===== config.mk =====
export PLATFORM = sky130hd
export DESIGN_NAME = core
export DESIGN_NICKNAME = d
export VERILOG_FILES = /design/src/design/common_pkg.sv /design/src/design/pipe_pkg.sv /design/src/design/core.sv /design/src/design/decode.sv /design/src/design/execute.sv /design/src/design/fetch.sv /design/src/design/memory.sv /design/src/design/regfile.sv
export SDC_FILE = /design/constraint.sdc
export NUM_CORES = 2
export LEC_CHECK = 0
export ABC_AREA = 1
export BUFFER_PORTS_ARGS = -buffer_cell sky130_fd_sc_hd__clkbuf_2
export CORE_AREA = 10 10 820 499
export DETAILED_ROUTE_END_ITERATION = 10
export DIE_AREA = 0 0 830 509
export PLACE_DENSITY_LB_ADDON = 0.08
export SLEW_MARGIN = 20
export SYNTH_ARGS = -nofsm -noshare
export SYNTH_HDL_FRONTEND = slang
export SYNTH_SLANG_ARGS = --single-unit

===== constraint.sdc =====
create_clock -name clk -period 88.4 [get_ports clk]
set_input_delay 13.26 -clock clk [delete_from_list [all_inputs] [get_ports clk]]
set_output_delay 13.26 -clock clk [all_outputs]
set_load 0.05 [all_outputs]

===== src/design/common_pkg.sv =====
package common_pkg;

	typedef logic [63:0] word_t;
	typedef logic [63:0] addr_t;
	typedef logic [31:0] u32;
	typedef logic [4:0] creg_addr_t;

	localparam addr_t PCINIT = 64'h0000_0000_8000_0000;

	typedef struct packed {
		logic  valid;
		addr_t addr;
	} ibus_req_t;

	typedef struct packed {
		logic data_ok;
		u32   data; // one instruction
	} ibus_resp_t;

	typedef struct packed {
		logic  valid;
		logic  write;
		addr_t addr;
		word_t wdata;
	} dbus_req_t;

	typedef struct packed {
		logic  data_ok;
		word_t data;
	} dbus_resp_t;

endpackage


===== src/design/pipe_pkg.sv =====
package pipe_pkg;

	import common_pkg::*;

	typedef enum logic [3:0] {
		OP_NOP,
		OP_ADDI,
		OP_ADD,
		OP_SUB,
		OP_AND,
		OP_OR,
		OP_XOR,
		OP_LUI,
		OP_LD,
		OP_SD
	} op_t;

	typedef enum logic [2:0] {
		ALU_ADD,
		ALU_SUB,
		ALU_AND,
		ALU_OR,
		ALU_XOR,
		ALU_PASSB // b straight through, for lui
	} alu_op_t;

	typedef struct packed {
		op_t     op;
		alu_op_t alu_op;
		logic    use_imm;
		logic    reg_write;
		logic    mem_read;
		logic    mem_write;
	} ctl_t;

	typedef struct packed {
		logic  valid;
		addr_t pc;
		u32    raw_instr;
	} fetch_data_t;

	typedef struct packed {
		logic       valid;
		addr_t      pc;
		ctl_t       ctl;
		creg_addr_t dst;
		creg_addr_t ra1;
		creg_addr_t ra2;
		word_t      rd1;
		word_t      rd2;
		word_t      imm;
	} decode_data_t;

	typedef struct packed {
		logic       valid;
		addr_t      pc;
		ctl_t       ctl;
		creg_addr_t dst;
		word_t      aluout; // also the ld/sd address
		word_t      storedata;
	} exec_data_t;

endpackage


===== src/design/core.sv =====
`timescale 1ns/100ps

module core (
	input  logic                   clk,
	input  logic                   reset,
	output common_pkg::ibus_req_t  ireq,
	input  common_pkg::ibus_resp_t iresp,
	output common_pkg::dbus_req_t  dreq,
	input  common_pkg::dbus_resp_t dresp
);
	import common_pkg::*;
	import pipe_pkg::*;

	logic         stall;
	fetch_data_t  data_f;
	decode_data_t data_d;
	exec_data_t   data_e;
	creg_addr_t   ra1;
	creg_addr_t   ra2;
	word_t        rd1;
	word_t        rd2;
	logic         wvalid;
	creg_addr_t   wa;
	word_t        wd;
	logic         fwd_valid;
	creg_addr_t   fwd_dst;
	word_t        fwd_data;

	// any bus still waiting freezes the whole pipe
	assign stall = (ireq.valid && !iresp.data_ok) || (dreq.valid && !dresp.data_ok);

	fetch u_fetch (
		.clk    (clk),
		.reset  (reset),
		.stall  (stall),
		.ireq   (ireq),
		.iresp  (iresp),
		.data_f (data_f)
	);

	decode u_decode (
		.clk    (clk),
		.reset  (reset),
		.stall  (stall),
		.data_f (data_f),
		.ra1    (ra1),
		.ra2    (ra2),
		.rd1    (rd1),
		.rd2    (rd2),
		.data_d (data_d)
	);

	regfile u_regfile (
		.clk    (clk),
		.reset  (reset),
		.wvalid (wvalid),
		.wa     (wa),
		.ra1    (ra1),
		.ra2    (ra2),
		.wd     (wd),
		.rd1    (rd1),
		.rd2    (rd2)
	);

	execute u_execute (
		.clk       (clk),
		.reset     (reset),
		.stall     (stall),
		.data_d    (data_d),
		.fwd_valid (fwd_valid),
		.fwd_dst   (fwd_dst),
		.fwd_data  (fwd_data),
		.data_e    (data_e)
	);

	memory u_memory (
		.clk       (clk),
		.reset     (reset),
		.data_e    (data_e),
		.dreq      (dreq),
		.dresp     (dresp),
		.wvalid    (wvalid),
		.wa        (wa),
		.wd        (wd),
		.fwd_valid (fwd_valid),
		.fwd_dst   (fwd_dst),
		.fwd_data  (fwd_data)
	);

endmodule


===== src/design/decode.sv =====
`timescale 1ns/100ps

module decode (
	input  logic                   clk,
	input  logic                   reset,
	input  logic                   stall,
	input  pipe_pkg::fetch_data_t  data_f,
	output common_pkg::creg_addr_t ra1,
	output common_pkg::creg_addr_t ra2,
	input  common_pkg::word_t      rd1,
	input  common_pkg::word_t      rd2,
	output pipe_pkg::decode_data_t data_d
);
	import common_pkg::*;
	import pipe_pkg::*;

	u32         instr;
	logic [6:0] opcode;
	logic [2:0] funct3;
	logic [6:0] funct7;
	ctl_t       ctl;
	word_t      imm;

	assign instr = data_f.raw_instr;
	assign opcode = instr[6:0];
	assign funct3 = instr[14:12];
	assign funct7 = instr[31:25];
	assign ra1 = instr[19:15];
	assign ra2 = instr[24:20];

	always_comb begin
		ctl = '0;
		ctl.op = OP_NOP;
		ctl.alu_op = ALU_ADD;
		imm = {{52{instr[31]}}, instr[31:20]}; // I-type
		case (opcode)
			7'b0010011: begin
				if (funct3 == 3'b000) begin
					ctl.op = OP_ADDI;
					ctl.use_imm = 1'b1;
				end
			end
			7'b0110011: begin
				case ({funct7, funct3})
					10'b0000000_000: begin
						ctl.op = OP_ADD;
					end
					10'b0100000_000: begin
						ctl.op = OP_SUB;
						ctl.alu_op = ALU_SUB;
					end
					10'b0000000_111: begin
						ctl.op = OP_AND;
						ctl.alu_op = ALU_AND;
					end
					10'b0000000_110: begin
						ctl.op = OP_OR;
						ctl.alu_op = ALU_OR;
					end
					10'b0000000_100: begin
						ctl.op = OP_XOR;
						ctl.alu_op = ALU_XOR;
					end
					default: ;
				endcase
			end
			7'b0110111: begin
				ctl.op = OP_LUI;
				ctl.alu_op = ALU_PASSB;
				ctl.use_imm = 1'b1;
				imm = {{32{instr[31]}}, instr[31:12], 12'b0};
			end
			7'b0000011: begin
				if (funct3 == 3'b011) begin
					ctl.op = OP_LD;
					ctl.use_imm = 1'b1;
					ctl.mem_read = 1'b1;
				end
			end
			7'b0100011: begin
				if (funct3 == 3'b011) begin
					ctl.op = OP_SD;
					ctl.use_imm = 1'b1;
					ctl.mem_write = 1'b1;
				end
				imm = {{52{instr[31]}}, instr[31:25], instr[11:7]};
			end
			default: ;
		endcase
		ctl.reg_write = (ctl.op != OP_NOP) && (ctl.op != OP_SD);
	end

	always_ff @(posedge clk) begin
		if (reset) begin
			data_d.valid <= 1'b0;
		end else if (!stall) begin
			data_d.valid <= data_f.valid;
			data_d.pc <= data_f.pc;
			data_d.ctl <= ctl;
			data_d.dst <= instr[11:7];
			data_d.ra1 <= ra1;
			data_d.ra2 <= ra2;
			data_d.rd1 <= rd1;
			data_d.rd2 <= rd2;
			data_d.imm <= imm;
		end
	end

endmodule


===== src/design/execute.sv =====
`timescale 1ns/100ps

module execute (
	input  logic                   clk,
	input  logic                   reset,
	input  logic                   stall,
	input  pipe_pkg::decode_data_t data_d,
	input  logic                   fwd_valid,
	input  common_pkg::creg_addr_t fwd_dst,
	input  common_pkg::word_t      fwd_data,
	output pipe_pkg::exec_data_t   data_e
);
	import common_pkg::*;
	import pipe_pkg::*;

	word_t src1;
	word_t src2;
	word_t opb;
	word_t result;

	// take the memory stage's result when it targets this source
	function automatic word_t fwd_sel(input creg_addr_t ra, input word_t rd);
		if (fwd_valid && fwd_dst != '0 && fwd_dst == ra) begin
			return fwd_data;
		end
		return rd;
	endfunction

	assign src1 = fwd_sel(data_d.ra1, data_d.rd1);
	assign src2 = fwd_sel(data_d.ra2, data_d.rd2);
	assign opb = data_d.ctl.use_imm ? data_d.imm : src2;

	always_comb begin
		case (data_d.ctl.alu_op)
			ALU_SUB:   result = src1 - opb;
			ALU_AND:   result = src1 & opb;
			ALU_OR:    result = src1 | opb;
			ALU_XOR:   result = src1 ^ opb;
			ALU_PASSB: result = opb;
			default:   result = src1 + opb;
		endcase
	end

	always_ff @(posedge clk) begin
		if (reset) begin
			data_e.valid <= 1'b0;
		end else if (!stall) begin
			data_e.valid <= data_d.valid;
			data_e.pc <= data_d.pc;
			data_e.ctl <= data_d.ctl;
			data_e.dst <= data_d.dst;
			data_e.aluout <= result;
			data_e.storedata <= src2; // sd data, already forwarded
		end
	end

endmodule


===== src/design/fetch.sv =====
`timescale 1ns/100ps

module fetch (
	input  logic                   clk,
	input  logic                   reset,
	input  logic                   stall,
	output common_pkg::ibus_req_t  ireq,
	input  common_pkg::ibus_resp_t iresp,
	output pipe_pkg::fetch_data_t  data_f
);
	import common_pkg::*;

	addr_t pc;
	logic  active;
	logic  fetch_done;

	assign ireq.valid = active;
	assign ireq.addr = pc;
	assign fetch_done = ireq.valid && iresp.data_ok;

	always_ff @(posedge clk) begin
		if (reset) begin
			active <= 1'b0;
			pc <= PCINIT;
		end else begin
			active <= 1'b1; // start fetching once out of reset
			if (fetch_done && !stall) begin
				pc <= pc + 64'd4;
			end
		end
	end

	// done but stalled downstream means the same pc is asked for again
	always_ff @(posedge clk) begin
		if (reset) begin
			data_f.valid <= 1'b0;
		end else if (!stall) begin
			data_f.valid <= fetch_done;
			data_f.pc <= pc;
			data_f.raw_instr <= iresp.data;
		end
	end

	assert property (@(posedge clk) disable iff (reset)
		ireq.valid && !iresp.data_ok |=> ireq.valid && $stable(ireq.addr));

endmodule


===== src/design/memory.sv =====
`timescale 1ns/100ps

module memory (
	input  logic                   clk,
	input  logic                   reset,
	input  pipe_pkg::exec_data_t   data_e,
	output common_pkg::dbus_req_t  dreq,
	input  common_pkg::dbus_resp_t dresp,
	output logic                   wvalid,
	output common_pkg::creg_addr_t wa,
	output common_pkg::word_t      wd,
	output logic                   fwd_valid,
	output common_pkg::creg_addr_t fwd_dst,
	output common_pkg::word_t      fwd_data
);
	import common_pkg::*;

	logic  mem_op;
	logic  done_now;
	logic  served_q;
	addr_t served_pc;
	word_t load_q;
	logic  served;
	word_t result;

	// an access that finished while fetch still stalls must not go out twice
	assign served = served_q && served_pc == data_e.pc;
	assign mem_op = data_e.ctl.mem_read || data_e.ctl.mem_write;

	assign dreq.valid = data_e.valid && mem_op && !served;
	assign dreq.write = data_e.ctl.mem_write;
	assign dreq.addr = data_e.aluout;
	assign dreq.wdata = data_e.storedata;
	assign done_now = dreq.valid && dresp.data_ok;

	always_ff @(posedge clk) begin
		if (reset) begin
			served_q <= 1'b0;
		end else if (done_now) begin
			served_q <= 1'b1;
		end
	end

	always_ff @(posedge clk) begin
		if (done_now) begin
			served_pc <= data_e.pc;
			load_q <= dresp.data; // kept for the forward path while held
		end
	end

	always_comb begin
		if (!data_e.ctl.mem_read) begin
			result = data_e.aluout;
		end else if (served) begin
			result = load_q;
		end else begin
			result = dresp.data;
		end
	end

	assign wvalid = data_e.valid && data_e.ctl.reg_write &&
		(!data_e.ctl.mem_read || served || done_now);
	assign wa = data_e.dst;
	assign wd = result;

	assign fwd_valid = wvalid;
	assign fwd_dst = wa;
	assign fwd_data = wd;

	assert property (@(posedge clk) disable iff (reset)
		dreq.valid && !dresp.data_ok |=> dreq.valid && $stable(dreq.write) &&
		$stable(dreq.addr) && $stable(dreq.wdata));

endmodule


===== src/design/regfile.sv =====
`timescale 1ns/100ps

module regfile (
	input  logic                   clk,
	input  logic                   reset,
	input  logic                   wvalid,
	input  common_pkg::creg_addr_t wa,
	input  common_pkg::creg_addr_t ra1,
	input  common_pkg::creg_addr_t ra2,
	input  common_pkg::word_t      wd,
	output common_pkg::word_t      rd1,
	output common_pkg::word_t      rd2
);
	import common_pkg::*;

	word_t regs [31:0];

	// write-first, so a same-cycle write shows up on the read port
	function automatic word_t read_port(input creg_addr_t ra);
		if (wvalid && wa != '0 && wa == ra) begin
			return wd;
		end
		return regs[ra];
	endfunction

	assign rd1 = read_port(ra1);
	assign rd2 = read_port(ra2);

	always_ff @(posedge clk) begin
		if (reset) begin
			regs[0] <= '0;
		end else if (wvalid && wa != '0) begin
			regs[wa] <= wd;
		end
	end

	assert property (@(posedge clk) disable iff (reset) regs[0] == '0);

endmodule


=== Word-level counts from Yosys, hierarchy flattened ===
Memory sizes are Yosys's and may differ from the RTL's. A register that Yosys moved wholly into a read port is not among the register bits.
Index checks and enable logic that the tools add are counted.

* Flip-flop bits (word level): 611
* RAM bits: 2048
* Input bits: 100
* Logic and storage cells: 115
* Memories: 1

{| class="wikitable"
|+ Memory list
! memory !! words !! width !! read ports !! clocked after memory_dff !! write ports !! line !! source
|-
| u_regfile.regs || 32 || 64 || 2 || 2 || 1 || regfile.sv:16 || <nowiki>word_t regs [31:0];</nowiki>
|}

* Add/subtract/negate cells: 3
* Eq/ne operators: 19
* Muxes and demuxes: 30
* Bitwise gates (word level): 5
* Reduce and logical (&&, ||, !) cells: 30

{| class="wikitable"
|+ Operator list
! operator !! number
|-
| $mux W64 || 8
|-
| $pmux W64 S5 || 1
|-
| $add A64 B3 Y64 const B || 1
|-
| $add A64 B64 Y64 || 1
|-
| $and A64 B64 Y64 || 1
|-
| $eq A64 B64 Y1 || 1
|-
| $or A64 B64 Y64 || 1
|-
| $reduce_or A64 Y1 || 1
|-
| $sub A64 B64 Y64 || 1
|-
| $xor A64 B64 Y64 || 1
|-
| $pmux W31 S2 || 1
|-
| $eq A10 B3 Y1 const B || 3
|-
| $eq A7 B6 Y1 const B || 3
|-
| $pmux W4 S5 || 1
|-
| $pmux W3 S5 || 1
|-
| $logic_and A1 B1 Y1 || 14
|-
| $mux W1 || 12
|-
| $pmux W3 S4 || 1
|-
| $eq A10 B9 Y1 const B || 1
|-
| $eq A5 B5 Y1 || 2
|-
| $logic_not A10 Y1 || 1
|-
| $eq A3 B2 Y1 const B || 3
|-
| $mux W4 || 2
|-
| $eq A7 B2 Y1 const B || 1
|-
| other kinds (15) || 24
|}

=== Longest topological paths before layout ===
* Word-level depth: 14
* Gate-level depth with buffers: 45
* Depth with buffers taken out: 43

=== Hierarchy ===
A second synthesis with hierarchy kept.

* Cell total of the unflattened synthesis: 16673
* Area, all modules: 147052.3 µm²

{| class="wikitable"
|+ By module, submodules not included
! module !! times used !! cells each !! area each (µm²) !! seq. area each (µm²)
|-
| regfile || 1 || 11688 || 103330.4 || 61499.0
|-
| execute || 1 || 2690 || 19645.1 || 6266.0
|-
| memory || 1 || 1132 || 8821.0 || 3863.7
|-
| decode || 1 || 427 || 8544.4 || 7527.2
|-
| fetch || 1 || 731 || 6692.7 || 4103.9
|-
| core || 1 || 5 || 18.8 || 0.0
|}

=== Worst setup path after synthesis ===
Ideal clock, no wire load.

* Path kind: input -> register
* From: in reset
* To: reg u_decode.data_d[0] (netlist name)
* Library setup time: 1.451 ns
* Data arrival time: 35.875 ns
* Setup slack: 51.074 ns
* Stages on the path: 3
* Path buffers: 2
* Path through: clkbuf_1 -> clkbuf_1 -> nor2_1

* Cells in the longest elaborated chain, start to end: 2

{| class="wikitable"
|+ RTL lines
! what !! line !! source
|-
| from (decl) || core.sv:5 || <nowiki>input logic reset,</nowiki>
|-
| $not A1 Y1 (no source line) || n/a ||
|-
| $reduce_and A2 Y1 (no source line) || n/a ||
|}

No other way between the ends.
A chain may end at the register's enable or synchronous reset.

=== Worst setup path after layout ===
* From: in dresp[64] (netlist bit)
* To: reg u_execute.data_e[110] (netlist name)

* Cells in the longest elaborated chain, start to end: 10

{| class="wikitable"
|+ RTL lines
! what !! line !! source
|-
| from (decl) || core.sv:9 || <nowiki>input common_pkg::dbus_resp_t dresp</nowiki>
|-
| $logic_and A1 B1 Y1 * || memory.sv:34 || <nowiki>assign done_now = dreq.valid && dresp.data_ok;</nowiki>
|-
| $logic_or A1 B1 Y1 * || memory.sv:62 || <nowiki>(!data_e.ctl.mem_read || served || done_now);</nowiki>
|-
| $logic_and A1 B1 Y1 * || memory.sv:61 || <nowiki>assign wvalid = data_e.valid && data_e.ctl.reg_write &&</nowiki>
|-
| $logic_and A1 B1 Y1 * || n/a ||
|-
| $logic_and A1 B1 Y1 || execute.sv:23 || <nowiki>if (fwd_valid && fwd_dst != '0 && fwd_dst == ra) begin</nowiki>
|-
| $mux W1 || execute.sv:23 ||
|-
| $mux W64 || execute.sv:26 || <nowiki>return rd;</nowiki>
|-
| $mux W64 || execute.sv:31 || <nowiki>assign opb = data_d.ctl.use_imm ? data_d.imm : src2;</nowiki>
|-
| $add A64 B64 Y64 (tied with other cells) || execute.sv:40 || <nowiki>default: result = src1 + opb;</nowiki>
|-
| $pmux W64 S5 * || execute.sv:34 || <nowiki>case (data_d.ctl.alu_op)</nowiki>
|-
| net u_execute.result[46] || execute.sv:19 || <nowiki>word_t result;</nowiki>
|}

Mark *: on every way through the listed nets, which the timed path passes. The rest lies on a longest branch.

==> run summary <==
OUTCOME
----------------------------------------------------------------------------------------------------
Run status                                                                              finished clean

CELLS AND AREA
----------------------------------------------------------------------------------------------------
Combined flip-flop and latch cell area                                                   0.0827 mm^2
Layout Area Growth over Synthesis                                                              10.9%
Net total in the final layout                                                                 14,800
Area of the multi-input gates                                                            0.0477 mm^2
Layout cell share with drive strength beyond 1                                                 8.04%
Filler cells                                                                                  38,800

CRITICAL PATH
----------------------------------------------------------------------------------------------------
Launching point of the worst reg2reg path                                               u_execute.data_e[151]
Peak fanout along the critical path                                                               82
Critical path endpoint category                                                            flip-flop
Beginning of the critical path                                                             dresp[64]
Critical path destination                                                               u_execute.data_e[110]
Capture instance of the worst register-to-register path                                 u_execute.data_e[110]
Critical path's largest stage delay                                                          0.67 ns
Number of cells traversed by the worst register-to-register path                                  38
Most Frequent Cell on Critical Path                                                          nand2_1
Type of origin of the critical path                                                        input pin
Data arrival at the endpoint of the critical path                                           20.24 ns
Critical path required time                                                                 89.05 ns
Slowest cell on crit path                                                                      buf_4
R2r setup slk                                                                               79.32 ns
Startpoint-to-endpoint class of the critical path                                       input pin to flip-flop

STA
----------------------------------------------------------------------------------------------------
Least-Margin Pin Slew                                                                        1.34 ns
Unrepaired setup endpoints after global routing                                                false
Remaining max-slew budget at the tightest pin                                                  9.78%
Maximum operating frequency                                                                 51.1 MHz
Period utilization                                                                             22.2%
Shortest period the worst path allows                                                       19.58 ns
Max-slew violation total from the final report                                                     0
Worst clock skew                                                                           0.0440 ns
Setup_tns                                                                                       0 ns
Final worst setup slack                                                                     68.82 ns
Hold violation total from the final report                                                         0
Final-report setup violation count                                                                 0

PLACEMENT
----------------------------------------------------------------------------------------------------
Detailed Place HPWL                                                                       356,000 um
Count of buffers inserted at the top-level ports                                                 292
Post-placement setup slack                                                                  68.18 ns
Routability-driven placement congestion ratio                                                  0.935

CLOCK NETWORK
----------------------------------------------------------------------------------------------------
Clock sink total                                                                               2,777
Setup Fix Bufs, Post-CTS                                                                           0
Clock tree from TritonCTS                                                                       done
Post-CTS Resized                                                                                   0
CTS Buffer Depth                                                                                   4
Hold Buf Count CTS                                                                                 0
Clock-pin slew reported for the worst setup and hold paths after clock tree synthesis        0.07 ns
H-tree Lvls                                                                                        5
CTS Buf Count                                                                                    297
Worst-Skew Late Latency                                                                      0.92 ns
Root Driver                                                                                clkbuf_16

YOSYS
----------------------------------------------------------------------------------------------------
#FFs+latches synth                                                                             2,777
Count of flip-flops with a built-in enable after synthesis                                     2,710
Gate count after technology mapping                                                           14,800
Post-Syn Area                                                                             0.141 mm^2
Number of distinct library cells after synthesis                                                  62
Average cell area after synthesis                                                          9.57 um^2
Warnings, synthesis                                                                                0
Ys async rst share                                                                                0%
Most common flop cell mapped by yosys                                                       edfxtp_1
Sequential cell area fraction in the yosys report                                              58.5%

ROUTE
----------------------------------------------------------------------------------------------------
Total iterations of the first detailed-routing run                                                 7
Post-detailed-route wirelength per cell                                                      30.1 um
Remaining design rule violation count                                                              0
Antenna-violating nets left                                                                        0
Number of vias after detailed routing                                                        115,000
Routed wire length                                                                        600,000 um
Starting DRT DRC Count                                                                        16,400
DR vias/cell                                                                                    5.77

POWER AND IR DROP
----------------------------------------------------------------------------------------------------
Peak supply drop                                                                           0.0126 mV
Sum of internal, switching and leakage power                                                 3160 uW
LEAKAGE                                                                                    0.0568 uW
Cell area power density                                                                 20.2 mW/mm^2

FLOORPLANNING
----------------------------------------------------------------------------------------------------
Die height                                                                                    509 um
Initial Util                                                                                   35.9%
Overall die width                                                                             830 um
Die area                                                                                  0.422 mm^2
Placeable core region                                                                     0.394 mm^2
Num ports                                                                                        295
Std cell rows                                                                                    179

GLOBAL ROUTE
----------------------------------------------------------------------------------------------------
Antenna violations before repair                                                                  19
Largest net degree at the start of global routing                                                206
Global-route wire length before repair                                                    838,000 um
Number of global-route vias before repair                                                    105,000
Grt ovf                                                                                            0
Overall routing resource usage                                                                 27.2%

HOLD PATH
----------------------------------------------------------------------------------------------------
Path class of the lowest-slack min-delay path                                           flip-flop to flip-flop

RUN
----------------------------------------------------------------------------------------------------
Max_cap viols                                                                                      0

[layout by cell type (no fill, tap or decap), types with 8 or more instances in the layout]
cell and instances:
nand4_1 29, inv_8 9, nor2_2 51, a221oi_1 58
nand2_1 1484, o221ai_1 112, nor4_1 22, inv_1 1631
o211ai_1 551, ha_1 193, buf_4 256, inv_2 21
buf_12 30, inv_6 11, bufinv_16 23, clkbuf_1 58
clkbuf_2 291, a31oi_1 30, a21oi_1 1764, o21ai_1 82
clkbuf_16 307, nand3_1 1213, nand2_2 28, nor3_1 44
nand3b_1 20, xnor2_1 22, dfxtp_1 67, o21a_1 53
clkinv_2 41, xor2_1 72, nor2_1 755, clkinvlp_4 8
edfxtp_1 2710, nor2_4 39, o21ai_0 2426, or2_2 29
clkinv_1 75
[registers in the layout, summed over array words and instances (netlist names)]
name,flops
u_fetch.data_f,95
u_fetch.pc,62
u_execute.data_e,199
u_memory.served_pc,62
u_regfile.regs,2048
u_memory.served_q,1
u_fetch.active,1
u_memory.load_q,64
u_decode.data_d,245
[area by class of cell]
class,count,share of cell area (%)
Antenna cell,7,0.0112
Clock buffer,366,5.05
Clock inverter,158,0.915
Inverter,1671,4.05
Multi-Input combinational cell,9146,30.5
Sequential cell,2777,52.8
Tap cell,5249,4.19
Timing Repair Buffer,579,2.56
[worst min path at each step]
| stage | end | from | cells past startpoint |
|---|---|---|---|
| floorplan | u_decode.data_d[220] | u_fetch.data_f[34] | 0 |
| detailed placement | u_execute.data_e[168] | u_decode.data_d[242] | 0 |
| finish | u_execute.data_e[135] | u_decode.data_d[209] | 0 |
| global placement | u_execute.data_e[148] | u_decode.data_d[222] | 0 |
| CTS | u_decode.data_d[233] | u_fetch.data_f[47] | 0 |
| global route | u_decode.data_d[221] | u_fetch.data_f[35] | 0 |
[synth_stat cells, drive strengths merged, types with 4 or more instances]
master / number / area [um^2]
a21o: 4 / 30.0
a21oi: 1764 / 8830
a221oi: 58 / 508
a31oi: 30 / 188
buf: 339 / 1880
clkbuf: 832 / 3120
clkinv: 10 / 37.5
dfxtp: 67 / 1340
edfxtp: 2710 / 81400
ha: 193 / 2410
inv: 1661 / 6230
nand2: 1516 / 5780
nand3: 1219 / 6140
nand3b: 20 / 150
nand4: 30 / 194
nor2: 845 / 3250
nor3: 50 / 265
nor3b: 4 / 30.0
nor4: 22 / 138
o2111ai: 8 / 70.1
o211ai: 552 / 4160
o21a: 53 / 398
o21ai: 2509 / 12600
o221ai: 112 / 981
or2: 30 / 188
xnor2: 22 / 193
xor2: 72 / 631
[power by group]
group,internal (uW),total [uW],switching [uW]
Sequential,1460,1480,17.0
Clock,705,1270,563
Combinational,98.7,411,312
Total,2270,3160,892
[metrics by stage]
| stage | cells | hold slack, ns | util, % | area [um^2] |
|---|---|---|---|---|
| after floorplan | 14800 | 0.400 | - | 141000 |
| after global placement | 19400 | 0.401 | 37.4 | 147000 |
| after detailed placement | 19400 | 0.405 | 37.4 | 147000 |
| after CTS | 19900 | 0.416 | 39.8 | 157000 |
| after global routing | 19900 | 0.421 | 39.8 | 157000 |
| final | 20000 | 0.413 | 39.8 | 157000 |
[worst max-delay path: cells and delay by family]
family / cells / cell delay (ns)
XOR/XNOR: 2 / 0.31
AND/OR/NAND/NOR: 14 / 2.50
adder cells (fa/ha/maj): 2 / 0.72
buffers and inverters: 5 / 1.21
AO/OA/AOI/OAI: 8 / 2.15
[per-layer routing]
layer	routed length [um]	GRT usage [%]
met5	12	0
met4	21200	8.61
met3	51900	4.43
met2	249000	39.1
met1	279000	41.3
[cells by family (layout without fill, tap and decap cells)]
group	after synthesis	after routing	synth area share, %
AOI/OAI and AO/OA	5114	5114	19.8
and+or+nand+nor	3742	3742	11.4
buffers and inverters	2842	2774	7.97
DFF	2777	2777	58.5
adders and majority gates	194	194	1.72
xor gates and xnor gates	94	94	0.582
other	1	9	0.00265
(Power assumes the default switching activity.)
